File: src/verilog/dircc_types_pkg.sv
package dircc_types_pkg;

    // Host memory port
    parameter int mem_width = 16;

    // State record size in bytes
    parameter int dev_mem_bytes = 12;

    // Message field widths
    parameter int src_width     = 16;
    parameter int payload_width = 64;

    // Device state record, little-endian in the status register
    // Bytes 0-1 count, 2-3 last src, 4-11 accumulator
    typedef struct packed {
        logic [15:0]              dircc_state;        // Messages executed
        logic [src_width-1:0]     dircc_state_extra;  // Src of last message
        logic [payload_width-1:0] user_state;         // Accumulator
    } device_state_t;

    typedef enum logic [1:0] {
        op_add   = 2'd0,
        op_max   = 2'd1,
        op_clear = 2'd2,
        op_read  = 2'd3
    } msg_op_t;

    typedef struct packed {
        msg_op_t                  op;
        logic [src_width-1:0]     src;
        logic [payload_width-1:0] payload;
    } msg_t;

    // Device core FSM
    typedef enum logic [1:0] {
        st_idle = 2'd0,
        st_exec = 2'd1,
        st_send = 2'd2
    } core_state_t;

endpackage : dircc_types_pkg
File: src/verilog/dircc_msg_if.sv
`timescale 1ns/1ps

// Message channel, transfer on valid and ready
interface dircc_msg_if;

    import dircc_types_pkg::*;

    logic valid;
    logic ready;
    msg_t msg;     // Held with valid until the transfer

    modport producer (
        output valid,
        output msg,
        input  ready
    );

    modport consumer (
        input  valid,
        input  msg,
        output ready
    );

endinterface : dircc_msg_if

File: src/verilog/dircc_device_core.sv
`timescale 1ns/1ps

module dircc_device_core (
    input  logic                                      clk,
    input  logic                                      reset_n,

    dircc_msg_if.consumer                             msg_in,

    input  dircc_types_pkg::device_state_t            read_state,
    output dircc_types_pkg::device_state_t            write_state,
    output logic                                      write_state_valid,

    output logic                                      out_valid,
    input  logic                                      out_ready,
    output logic [dircc_types_pkg::src_width-1:0]     out_src,
    output logic [dircc_types_pkg::payload_width-1:0] out_payload
);

    import dircc_types_pkg::*;

    core_state_t              state;
    core_state_t              state_next;
    msg_t                     msg_q;          // Message being executed
    logic [payload_width-1:0] reply_payload;  // Accumulator for the reply

    assign msg_in.ready      = (state == st_idle);
    assign write_state_valid = (state == st_exec);
    assign out_valid         = (state == st_send);
    assign out_src           = msg_q.src;
    assign out_payload       = reply_payload;

    // New record from current state and latched message
    always_comb begin
        write_state                   = read_state;
        write_state.dircc_state       = read_state.dircc_state + 16'd1;
        write_state.dircc_state_extra = msg_q.src;
        case (msg_q.op)
            op_add: begin
                write_state.user_state = read_state.user_state + msg_q.payload;
            end
            op_max: begin
                if (msg_q.payload > read_state.user_state) begin
                    write_state.user_state = msg_q.payload;
                end
            end
            op_clear: begin
                write_state.user_state = '0;
            end
            default: ;   // op_read keeps the accumulator
        endcase
    end

    always_comb begin
        state_next = state;
        case (state)
            st_idle: begin
                if (msg_in.valid) begin
                    state_next = st_exec;
                end
            end
            st_exec: begin
                if (msg_q.op == op_read) begin
                    state_next = st_send;
                end else begin
                    state_next = st_idle;
                end
            end
            st_send: begin
                if (out_ready) begin
                    state_next = st_idle;
                end
            end
            default: state_next = st_idle;
        endcase
    end

    always_ff @(posedge clk or negedge reset_n) begin
        if (!reset_n) begin
            state <= st_idle;
        end else begin
            state <= state_next;
        end
    end

    // Payload registers
    always_ff @(posedge clk) begin
        if (msg_in.valid && msg_in.ready) begin
            msg_q <= msg_in.msg;
        end
        // Captured once so host writes cannot disturb a pending reply
        if (state == st_exec) begin
            reply_payload <= write_state.user_state;
        end
    end

endmodule : dircc_device_core

File: src/verilog/dircc_msg_fifo.sv
`timescale 1ns/1ps

module dircc_msg_fifo #(
    parameter int FIFO_DEPTH = 4
) (
    input  logic                  clk,
    input  logic                  reset_n,

    input  logic                  in_valid,
    output logic                  in_ready,
    input  dircc_types_pkg::msg_t in_msg,

    dircc_msg_if.producer         deq
);

    import dircc_types_pkg::*;

    localparam int ptr_w = $clog2(FIFO_DEPTH);
    localparam int cnt_w = ptr_w + 1;

    msg_t             fifo_mem [FIFO_DEPTH];
    logic [ptr_w-1:0] wr_ptr;
    logic [ptr_w-1:0] rd_ptr;
    logic [cnt_w-1:0] count;
    logic [cnt_w-1:0] count_next;
    logic             enq;
    logic             deq_fire;

    assign enq      = in_valid && in_ready;
    assign deq_fire = deq.valid && deq.ready;

    always_comb begin
        count_next = count + cnt_w'(enq) - cnt_w'(deq_fire);
    end

    // Head entry
    assign deq.valid = (count != '0);
    assign deq.msg   = fifo_mem[rd_ptr];

    always_ff @(posedge clk or negedge reset_n) begin
        if (!reset_n) begin
            wr_ptr   <= '0;
            rd_ptr   <= '0;
            count    <= '0;
            in_ready <= 1'b0;   // Opens one cycle after reset
        end else begin
            if (enq) begin
                wr_ptr <= wr_ptr + 1'b1;   // Depth is a power of two
            end
            if (deq_fire) begin
                rd_ptr <= rd_ptr + 1'b1;
            end
            count    <= count_next;
            in_ready <= (count_next != cnt_w'(FIFO_DEPTH));
        end
    end

    // Storage
    always_ff @(posedge clk) begin
        if (enq) begin
            fifo_mem[wr_ptr] <= in_msg;
        end
    end

endmodule : dircc_msg_fifo

File: src/verilog/dircc_node.sv
`timescale 1ns/1ps

module dircc_node #(
    parameter int ADDRESS_WIDTH = 15,
    parameter int FIFO_DEPTH    = 4
) (
    input  logic                                      clk,
    input  logic                                      reset_n,

    // Message input
    input  logic                                      in_valid,
    output logic                                      in_ready,
    input  dircc_types_pkg::msg_op_t                  in_op,
    input  logic [dircc_types_pkg::src_width-1:0]     in_src,
    input  logic [dircc_types_pkg::payload_width-1:0] in_payload,

    // Reply output
    output logic                                      out_valid,
    input  logic                                      out_ready,
    output logic [dircc_types_pkg::src_width-1:0]     out_src,
    output logic [dircc_types_pkg::payload_width-1:0] out_payload,

    // Host port
    input  logic [ADDRESS_WIDTH-1:0]                  mem_address,
    input  logic                                      mem_write,
    input  logic [dircc_types_pkg::mem_width-1:0]     mem_writedata,
    output logic [dircc_types_pkg::mem_width-1:0]     mem_readdata
);

    import dircc_types_pkg::*;

    msg_t          in_msg;
    device_state_t read_state;
    device_state_t write_state;
    logic          write_state_valid;

    dircc_msg_if q_if ();   // Queue to core

    assign in_msg.op      = in_op;
    assign in_msg.src     = in_src;
    assign in_msg.payload = in_payload;

    dircc_msg_fifo #(
        .FIFO_DEPTH (FIFO_DEPTH)
    ) i_fifo (
        .clk      (clk),
        .reset_n  (reset_n),
        .in_valid (in_valid),
        .in_ready (in_ready),
        .in_msg   (in_msg),
        .deq      (q_if.producer)
    );

    dircc_device_core i_core (
        .clk               (clk),
        .reset_n           (reset_n),
        .msg_in            (q_if.consumer),
        .read_state        (read_state),
        .write_state       (write_state),
        .write_state_valid (write_state_valid),
        .out_valid         (out_valid),
        .out_ready         (out_ready),
        .out_src           (out_src),
        .out_payload       (out_payload)
    );

    dircc_status_register #(
        .ADDRESS_WIDTH (ADDRESS_WIDTH)
    ) i_status (
        .clk               (clk),
        .reset_n           (reset_n),
        .mem_address       (mem_address),
        .mem_write         (mem_write),
        .mem_writedata     (mem_writedata),
        .mem_readdata      (mem_readdata),
        .read_state        (read_state),
        .write_state       (write_state),
        .write_state_valid (write_state_valid)
    );

endmodule : dircc_node

File: src/verilog/dircc_status_register.sv
`timescale 1ns/1ps

module dircc_status_register #(
    parameter int ADDRESS_WIDTH = 15
) (
    input  logic                                 clk,
    input  logic                                 reset_n,

    input  logic [ADDRESS_WIDTH-1:0]             mem_address,
    input  logic                                 mem_write,
    input  logic [dircc_types_pkg::mem_width-1:0] mem_writedata,
    output logic [dircc_types_pkg::mem_width-1:0] mem_readdata,

    output dircc_types_pkg::device_state_t       read_state,
    input  dircc_types_pkg::device_state_t       write_state,
    input  logic                                 write_state_valid
);

    import dircc_types_pkg::*;

    localparam int byte_aw = $clog2(dev_mem_bytes);

    logic [7:0]                 dev_mem [dev_mem_bytes];
    logic [8*dev_mem_bytes-1:0] store_flat;   // Byte array as one vector
    logic [8*dev_mem_bytes-1:0] wb_flat;      // Record from the core
    logic                       addr_ok;
    logic [byte_aw-1:0]         lo_idx;
    logic [byte_aw-1:0]         hi_idx;

    // Highest word address still inside the record
    assign addr_ok = (mem_address <= ADDRESS_WIDTH'(dev_mem_bytes - 2));
    assign lo_idx  = mem_address[byte_aw-1:0];
    assign hi_idx  = lo_idx + 1'b1;

    always_comb begin
        for (int i = 0; i < dev_mem_bytes; i++) begin
            store_flat[8*i +: 8] = dev_mem[i];
        end
    end

    assign {read_state.user_state, read_state.dircc_state_extra,
            read_state.dircc_state} = store_flat;

    assign wb_flat = {write_state.user_state, write_state.dircc_state_extra,
                      write_state.dircc_state};

    always_ff @(posedge clk or negedge reset_n) begin
        if (!reset_n) begin
            for (int i = 0; i < dev_mem_bytes; i++) begin
                dev_mem[i] <= '0;
            end
            mem_readdata <= '0;
        end else begin
            if (write_state_valid) begin
                // Core write-back wins, host write dropped
                for (int i = 0; i < dev_mem_bytes; i++) begin
                    dev_mem[i] <= wb_flat[8*i +: 8];
                end
            end else if (mem_write && addr_ok) begin
                dev_mem[hi_idx] <= mem_writedata[15:8];
                dev_mem[lo_idx] <= mem_writedata[7:0];
            end

            // Registered read, old contents on a write cycle
            if (addr_ok) begin
                mem_readdata <= {dev_mem[hi_idx], dev_mem[lo_idx]};
            end else begin
                mem_readdata <= '0;
            end
        end
    end

endmodule : dircc_status_register

File: config.mk
export PLATFORM = sky130hd
export DESIGN_NAME = dircc_node
export DESIGN_NICKNAME = d
export VERILOG_FILES = /design/src/verilog/dircc_types_pkg.sv /design/src/verilog/dircc_msg_if.sv /design/src/verilog/dircc_device_core.sv /design/src/verilog/dircc_msg_fifo.sv /design/src/verilog/dircc_node.sv /design/src/verilog/dircc_status_register.sv
export SDC_FILE = /design/constraint.sdc
export NUM_CORES = 1
export LEC_CHECK = 0
export ABC_CLOCK_PERIOD_IN_PS = 9000
export BUFFER_PORTS_ARGS = -buffer_cell sky130_fd_sc_hd__buf_4
export CELL_PAD_IN_SITES_DETAIL_PLACEMENT = 1
export CELL_PAD_IN_SITES_GLOBAL_PLACEMENT = 1
export CORE_ASPECT_RATIO = 0.5
export CORE_MARGIN = 1.5
export CORE_UTILIZATION = 50
export DETAILED_ROUTE_END_ITERATION = 8
export PLACE_DENSITY_LB_ADDON = 0.1
export SKIP_CTS_REPAIR_TIMING = 1
export SYNTH_ARGS = -nofsm -noshare
export SYNTH_HDL_FRONTEND = slang
export SYNTH_SLANG_ARGS = --single-unit
File: constraint.sdc
create_clock -name clk -period 9 [get_ports clk]
set_clock_uncertainty 0.05 [all_clocks]
set_input_delay 0.45 -clock clk [delete_from_list [all_inputs] [get_ports clk]]
set_output_delay 0.45 -clock clk [all_outputs]
set_load 0.05 [all_outputs]
# After elaboration in Yosys (flattened, before gate mapping)
# Memories as Yosys holds them, arrays and structs flattened. A register that Yosys moved wholly into a read port is not among the register bits.
# Index checks and enable logic that the tools add are counted.
[totals]
ff_bits = 186
ram_bits = 328
n_memories = 1
[op_classes]
n_addsub = 7
n_lt_le_gt_ge = 6
eq_ne = 8
n_mux = 23
bitwise_logic = 2
n_reduce_logical = 10
[memory_table]
columns = ["name", "depth", "width", "read_ports", "rd_clocked_by_memory_dff", "write_ports", "line_no", "text"]
rows = [
  ["i_fifo.fifo_mem", 4, 82, 1, 1, 1, "dircc_msg_fifo.sv:21", "msg_t fifo_mem [FIFO_DEPTH];"],
]
[op_table]
columns = ["op", "n"]
rows = [
  ["bitwise mux 96 bit", 2],
  ["two-way mux 96 bit", 2],
  ["case mux 64 bit (3 select lines)", 1],
  ["adder 64 bit", 1],
  ["binary-select mux 8 bit (select 4 bit)", 2],
  ["demux 8 bit (select 4 bit)", 2],
  ["greater-than comparator 64 bit", 1],
  ["two-way mux 64 bit", 1],
  ["two-way mux 8 bit", 6],
  ["adder 16 x 1 -> 16 bit, second input constant", 1],
  ["two-way mux 16 bit", 1],
  ["less-or-equal comparator 15 x 4 -> 1 bit, second input constant", 1],
  ["greater-or-equal comparator 5 bit, second input constant", 2],
  ["< comparator 5 x 1 -> 1 bit, second input constant", 2],
  ["inverter 4 -> 5 bit", 2],
  ["== test 2 bit, second input constant", 3],
  ["two-way mux 2 bit", 3],
  ["case mux 2 bit (3 select lines)", 1],
  ["logical AND 1 bit", 5],
  ["adder 2 x 1 -> 2 bit, second input constant", 2],
  ["adder 4 x 1 -> 4 bit, second input constant", 1],
  ["== test 2 x 1 -> 1 bit, second input constant", 2],
  ["zero test 2 bit", 2],
  ["inequality test 2 x 1 -> 1 bit, second input constant", 2],
  ["other kinds (7)", 8],
]

# Longest topological paths before layout
[logic_depth]
ltp_word = 10
depth_mapped = 16

# Cells and area by module
# A second synthesis with hierarchy kept.
[unflattened]
hier_cells = 2384
area_unflattened_um2 = 31570.3
[by_module_without_submodules]
columns = ["mod", "n_inst", "cells_per_inst", "area_per_inst_um2"]
rows = [
  ["dircc_msg_fifo", 1, 463, 12268.0],
  ["dircc_device_core", 1, 1203, 11656.2],
  ["dircc_status_register", 1, 718, 7646.1],
]

# Worst setup path after synthesis
# OpenSTA, ideal clock, no wires.
[synth_path]
kind = "reg2reg"
from = "register i_fifo.count[1]"
to = "register i_fifo.in_ready"
setup_time_ns = 0.129
arrival_time_ns = 8.105
required_time_ns = 8.821
setup_slack_ns = 0.715
stages_incl_launch_ff = 11
n_path_buf = 0
period_less_slack_ns = 8.285
cell_sequence = "dfrtp_1 nor3_1 nor3_1 ha_1 inv_1 ha_1 inv_1 fa_1 xnor2_1 xnor2_1 nand3b_1"
[synth_between]
elab_chain_len = 4
word_cells_on_any_way = 5
cone_classes = "add/sub (2); eq/ne (1); reduce/logical (2)"
[synth_rtl]
columns = ["item", "line_no", "text"]
rows = [
  ["start: declaration", "dircc_msg_fifo.sv:24", "logic [cnt_w-1:0] count;"],
  ["start signal: assignment", "dircc_msg_fifo.sv:53", "count <= count_next;"],
  ["nonzero test 3 bit", "dircc_msg_fifo.sv:37", "assign deq.valid = (count != '0);"],
  ["logical AND 1 bit", "dircc_msg_fifo.sv:30", "assign deq_fire = deq.valid && deq.ready;"],
  ["net i_fifo.deq_fire", "dircc_msg_fifo.sv:27", "logic deq_fire;"],
  ["subtractor 3 x 1 -> 3 bit", "dircc_msg_fifo.sv:33", "count_next = count + cnt_w'(enq) - cnt_w'(deq_fire);"],
  ["net i_fifo.count_next[2]", "dircc_msg_fifo.sv:25", "logic [cnt_w-1:0] count_next;"],
  ["inequality test 3 bit", "dircc_msg_fifo.sv:54", "in_ready <= (count_next != cnt_w'(FIFO_DEPTH));"],
  ["end signal: assignment", "dircc_msg_fifo.sv:54", ""],
  ["end: declaration", "dircc_msg_fifo.sv:10", "output logic in_ready,"],
]
# The timed path passes the listed nets, and every way through them passes these cells.
# A chain may end at the register's enable or synchronous reset.

==> results.md <==
- Starting DRT DRC Count: between 3000 and 4000
- Synth Area in Compound Gates: between 10% and 20%
- Fin Setup TNS: 0 ns
- Initial Utilization: about half
- Fin. max-slew vios: 0
- Net Count, Synth: roughly 2800
- Worst Setup End Kind: flop
- Main combinational cell family by area after synthesis: compound AO/OA/AOI/OAI gates
- Via density: approximately 6.7
- Area contributors post-synth: edfxtp_1 (45%), dfrtp_1 (9.6%), mux4_2 (9.2%)
- Simple-gate share of the synthesized area: a little under 9%
- First-pass GRT wire length: around 170 mm
- Xor/xnor cell area share of the yosys netlist: 1.372%
- TritonCTS buffer count: between 50 and 60
- Post-synth EDFFs: between 400 and 500
- Cells along the critical path: inv_1, fa_1, nor2_1, o221ai_1, a2111oi_2, a21oi_2, o211ai_2, nand3_1, a211oi_1, o21ai_0, mux2i_1, nand2_1
- Clk Latency, worst-skew pair: between 0.6 and 0.7 ns
- Synth area leader: edfxtp_1
- Slew at the pin closest to its max-slew limit: about 1.2 ns
- Relative slew slack: between 10% and 20%
- CTS max path bufs: 3
- Fin crit share: between 50% and 60%
- Fin cells: around 3700
- Synth Flop Type: edfxtp_1
- CORE AREA: roughly 63000 um^2
- # setup viols final: 0
- Seq cells post-synth: approximately 600
- IO Pins: 216
- Row cnt: 65
- Clock transition at the registers of the reported paths: around 0.07 ns
- CTS tree: built
- Data arrival time of the worst path: about 5.5 ns
- Htree depth: 2
- Startpoint types: flop
- DR WL/cell: between 30 and 40 um
- Number of global-route vias before repair: 23640
- Worst path slowest cell: edfxtp_1
- Largest net degree at the start of global routing: between 60 and 70
- Status: finished, final reports clean
- Die ar.: around 65000 um^2
- Antenna-violating nets left: 0
- Fmax achieved: around 0.19 GHz
- Yosys warnings: 0
- RSZ-0062 raised after global routing: no
- Initial antenna violation count: 5
- Root Buffer: clkbuf_16
- Total Wirelength: 117.9 mm
- DRC: 0
- Synth-to-Final Area Change: 15.13%
- Top-area cell type share of the netlist area: around 45%
- Hold crit path type: input port to flop
- Die Wd: 360.3 um
- Chip height: about 180 um
- Max cap viols: 0
- Avg Inst Size Synth: 12.38 um^2
- Hold Fails Final Rpt: 0
- Crit path largest cell delay: a little under 0.8 ns
- Synth Area in Adders: around 5.7%
- IO buf count: 215
- Clock Sinks: about 600
- Commonest non-fill, non-tap cell in the layout: edfxtp_1
- Mapped cell area: between 30000 and 40000 um^2
- Vias: approximately 25000
- Share of post-route cells with drive strength above 1: a little under a fifth
- Final nets: ~3000
- Critical Path RT: a little over 9 ns
- Remaining global-route overflow: 0
- Cell variety after synth: between 90 and 100
- Synth async-reset ratio: between 20% and 30%
- Register area share after synthesis: around 54%
- Post-synthesis mux area share: around a tenth
- GPL Wtd Cong: 0.9811
- Number of cells after detailed placement: between 3000 and 4000
- Setup CP Type: flop to flop
- Commonest cells after routing, fill and taps aside: edfxtp_1 (474), buf_4 (242), nor2_1 (195)
- GRT Total Usage: approximately a third
- Maximum fanout along the worst path: 4
- TritonRoute pass-1 iters: 6
- Dpl hpwl: a little over 80 mm
- Period minus WS final: a little over 5 ns
- Cell count after synthesis: ~2600
- Fillcell total: approximately 6300
-- per-stage QoR --
| step | worst slack (ns) | hold WS [ns] | util (%) | area (um^2) |
|---|---|---|---|---|
| floorplan | 0.7154 | 0.1044 | - | 31910 |
| global route | 3.613 | 0.008046 | 58.29 | 36740 |
| global placement | 4.010 | 0.4487 | 53.99 | 34030 |
| finish | 3.831 | 0.007613 | 58.29 | 36740 |
| detailed placement | 3.949 | 0.4688 | 53.99 | 34030 |
| CTS | 3.976 | -0.1985 | 56.97 | 35910 |
-- worst paths after layout --
kind / from / end / slack [ns] / depth (start not counted)
worst max register to register: i_core.msg_q[1] / i_core.out_payload[58] / 3.83 / 12
worst min register to register: i_fifo.wr_ptr[0] / i_fifo.wr_ptr[0] / 0.51 / 1
worst max-delay path: i_core.msg_q[1] / i_core.out_payload[58] / 3.83 / 12
max in group asynchronous: reset_n / i_status.read_state[15] / 7.28 / 3
worst min-delay path: out_ready / i_core.state[1] / 0.008 / 2
min in group asynchronous: reset_n / i_status.read_state[87] / 0.34 / 2
-- worst max-delay path, delay by kind of cell (launching register included) --
kind            cells  cell delay, ns
simple gates        3            0.57
buf+inv             1            0.14
flops               1            0.78
mux                 1            0.34
fa+ha+maj           1            0.49
compound gates      6            2.51
-- routing by layer --
layer | global-route usage, % | wire [um] | share of wire [%] | up-vias
met5 | 0 | 13 | 0.011 | -
met1 | 54.84 | 52060 | 44 | 12710
li1 | - | - | - | 10330
met2 | 48.01 | 49380 | 42 | 1370
met3 | 9.911 | 14450 | 12 | 160
met4 | 5.847 | 2036 | 1.7 | 2
-- final cells by class --
cell class	instances	area [um^2]	share of cell area [%]
inverters	171	646.9	1.761
clock buffers	69	1459	3.971
diodes	1	2.502	0.006811
flip-flops and latches	596	17290	47.07
multi-input cells	1632	13210	35.97
repair buffers	326	2659	7.237
well taps	837	1047	2.850
clock inverters	29	417.9	1.137
-- sequential cells by signal, indices dropped and copies added (netlist names) --
| register | cells |
|---|---|
| i_fifo.fifo_mem | 328 |
| i_status.read_state | 96 |
| i_core.msg_q | 66 |
| i_core.out_payload | 64 |
| i_core.out_src | 16 |
| i_status.mem_readdata | 16 |
| i_fifo.count | 3 |
| i_core.state | 2 |
| i_fifo.rd_ptr | 2 |
| i_fifo.wr_ptr | 2 |
| i_fifo.in_ready | 1 |
-- logic make-up (layout without fill, tap and decap cells) --
group,Yosys count,after routing
multiplexers,158,158
XOR/XNOR,50,50
adder cells (fa/ha/maj),144,144
AND/OR/NAND/NOR,593,593
buffers and inverters,349,595
other,0,1
AO/OA/AOI/OAI,687,687
flip-flops,596,596
-- Yosys cell counts, drive strengths merged (9+ instances only) --
cell type / n
a211oi: 14
a21o: 11
a21oi: 171
a221o: 47
a221oi: 35
a22oi: 23
a31oi: 50
and2: 19
and3: 16
buf: 75
clkbuf: 103
dfrtp: 122
edfxtp: 474
ha: 142
inv: 169
mux2i: 24
mux4: 130
nand2: 145
nand2b: 14
nand3: 54
nand4: 27
nor2: 197
nor2b: 17
nor3: 41
nor4: 33
o211ai: 30
o21ai: 120
o21bai: 22
o221a: 27
o221ai: 12
o22ai: 30
o31ai: 24
or3: 9
xnor2: 47
Power is left out: the tool's default activity adds up to more than one toggle a clock period on the data nets, which glitch-free logic cannot reach.
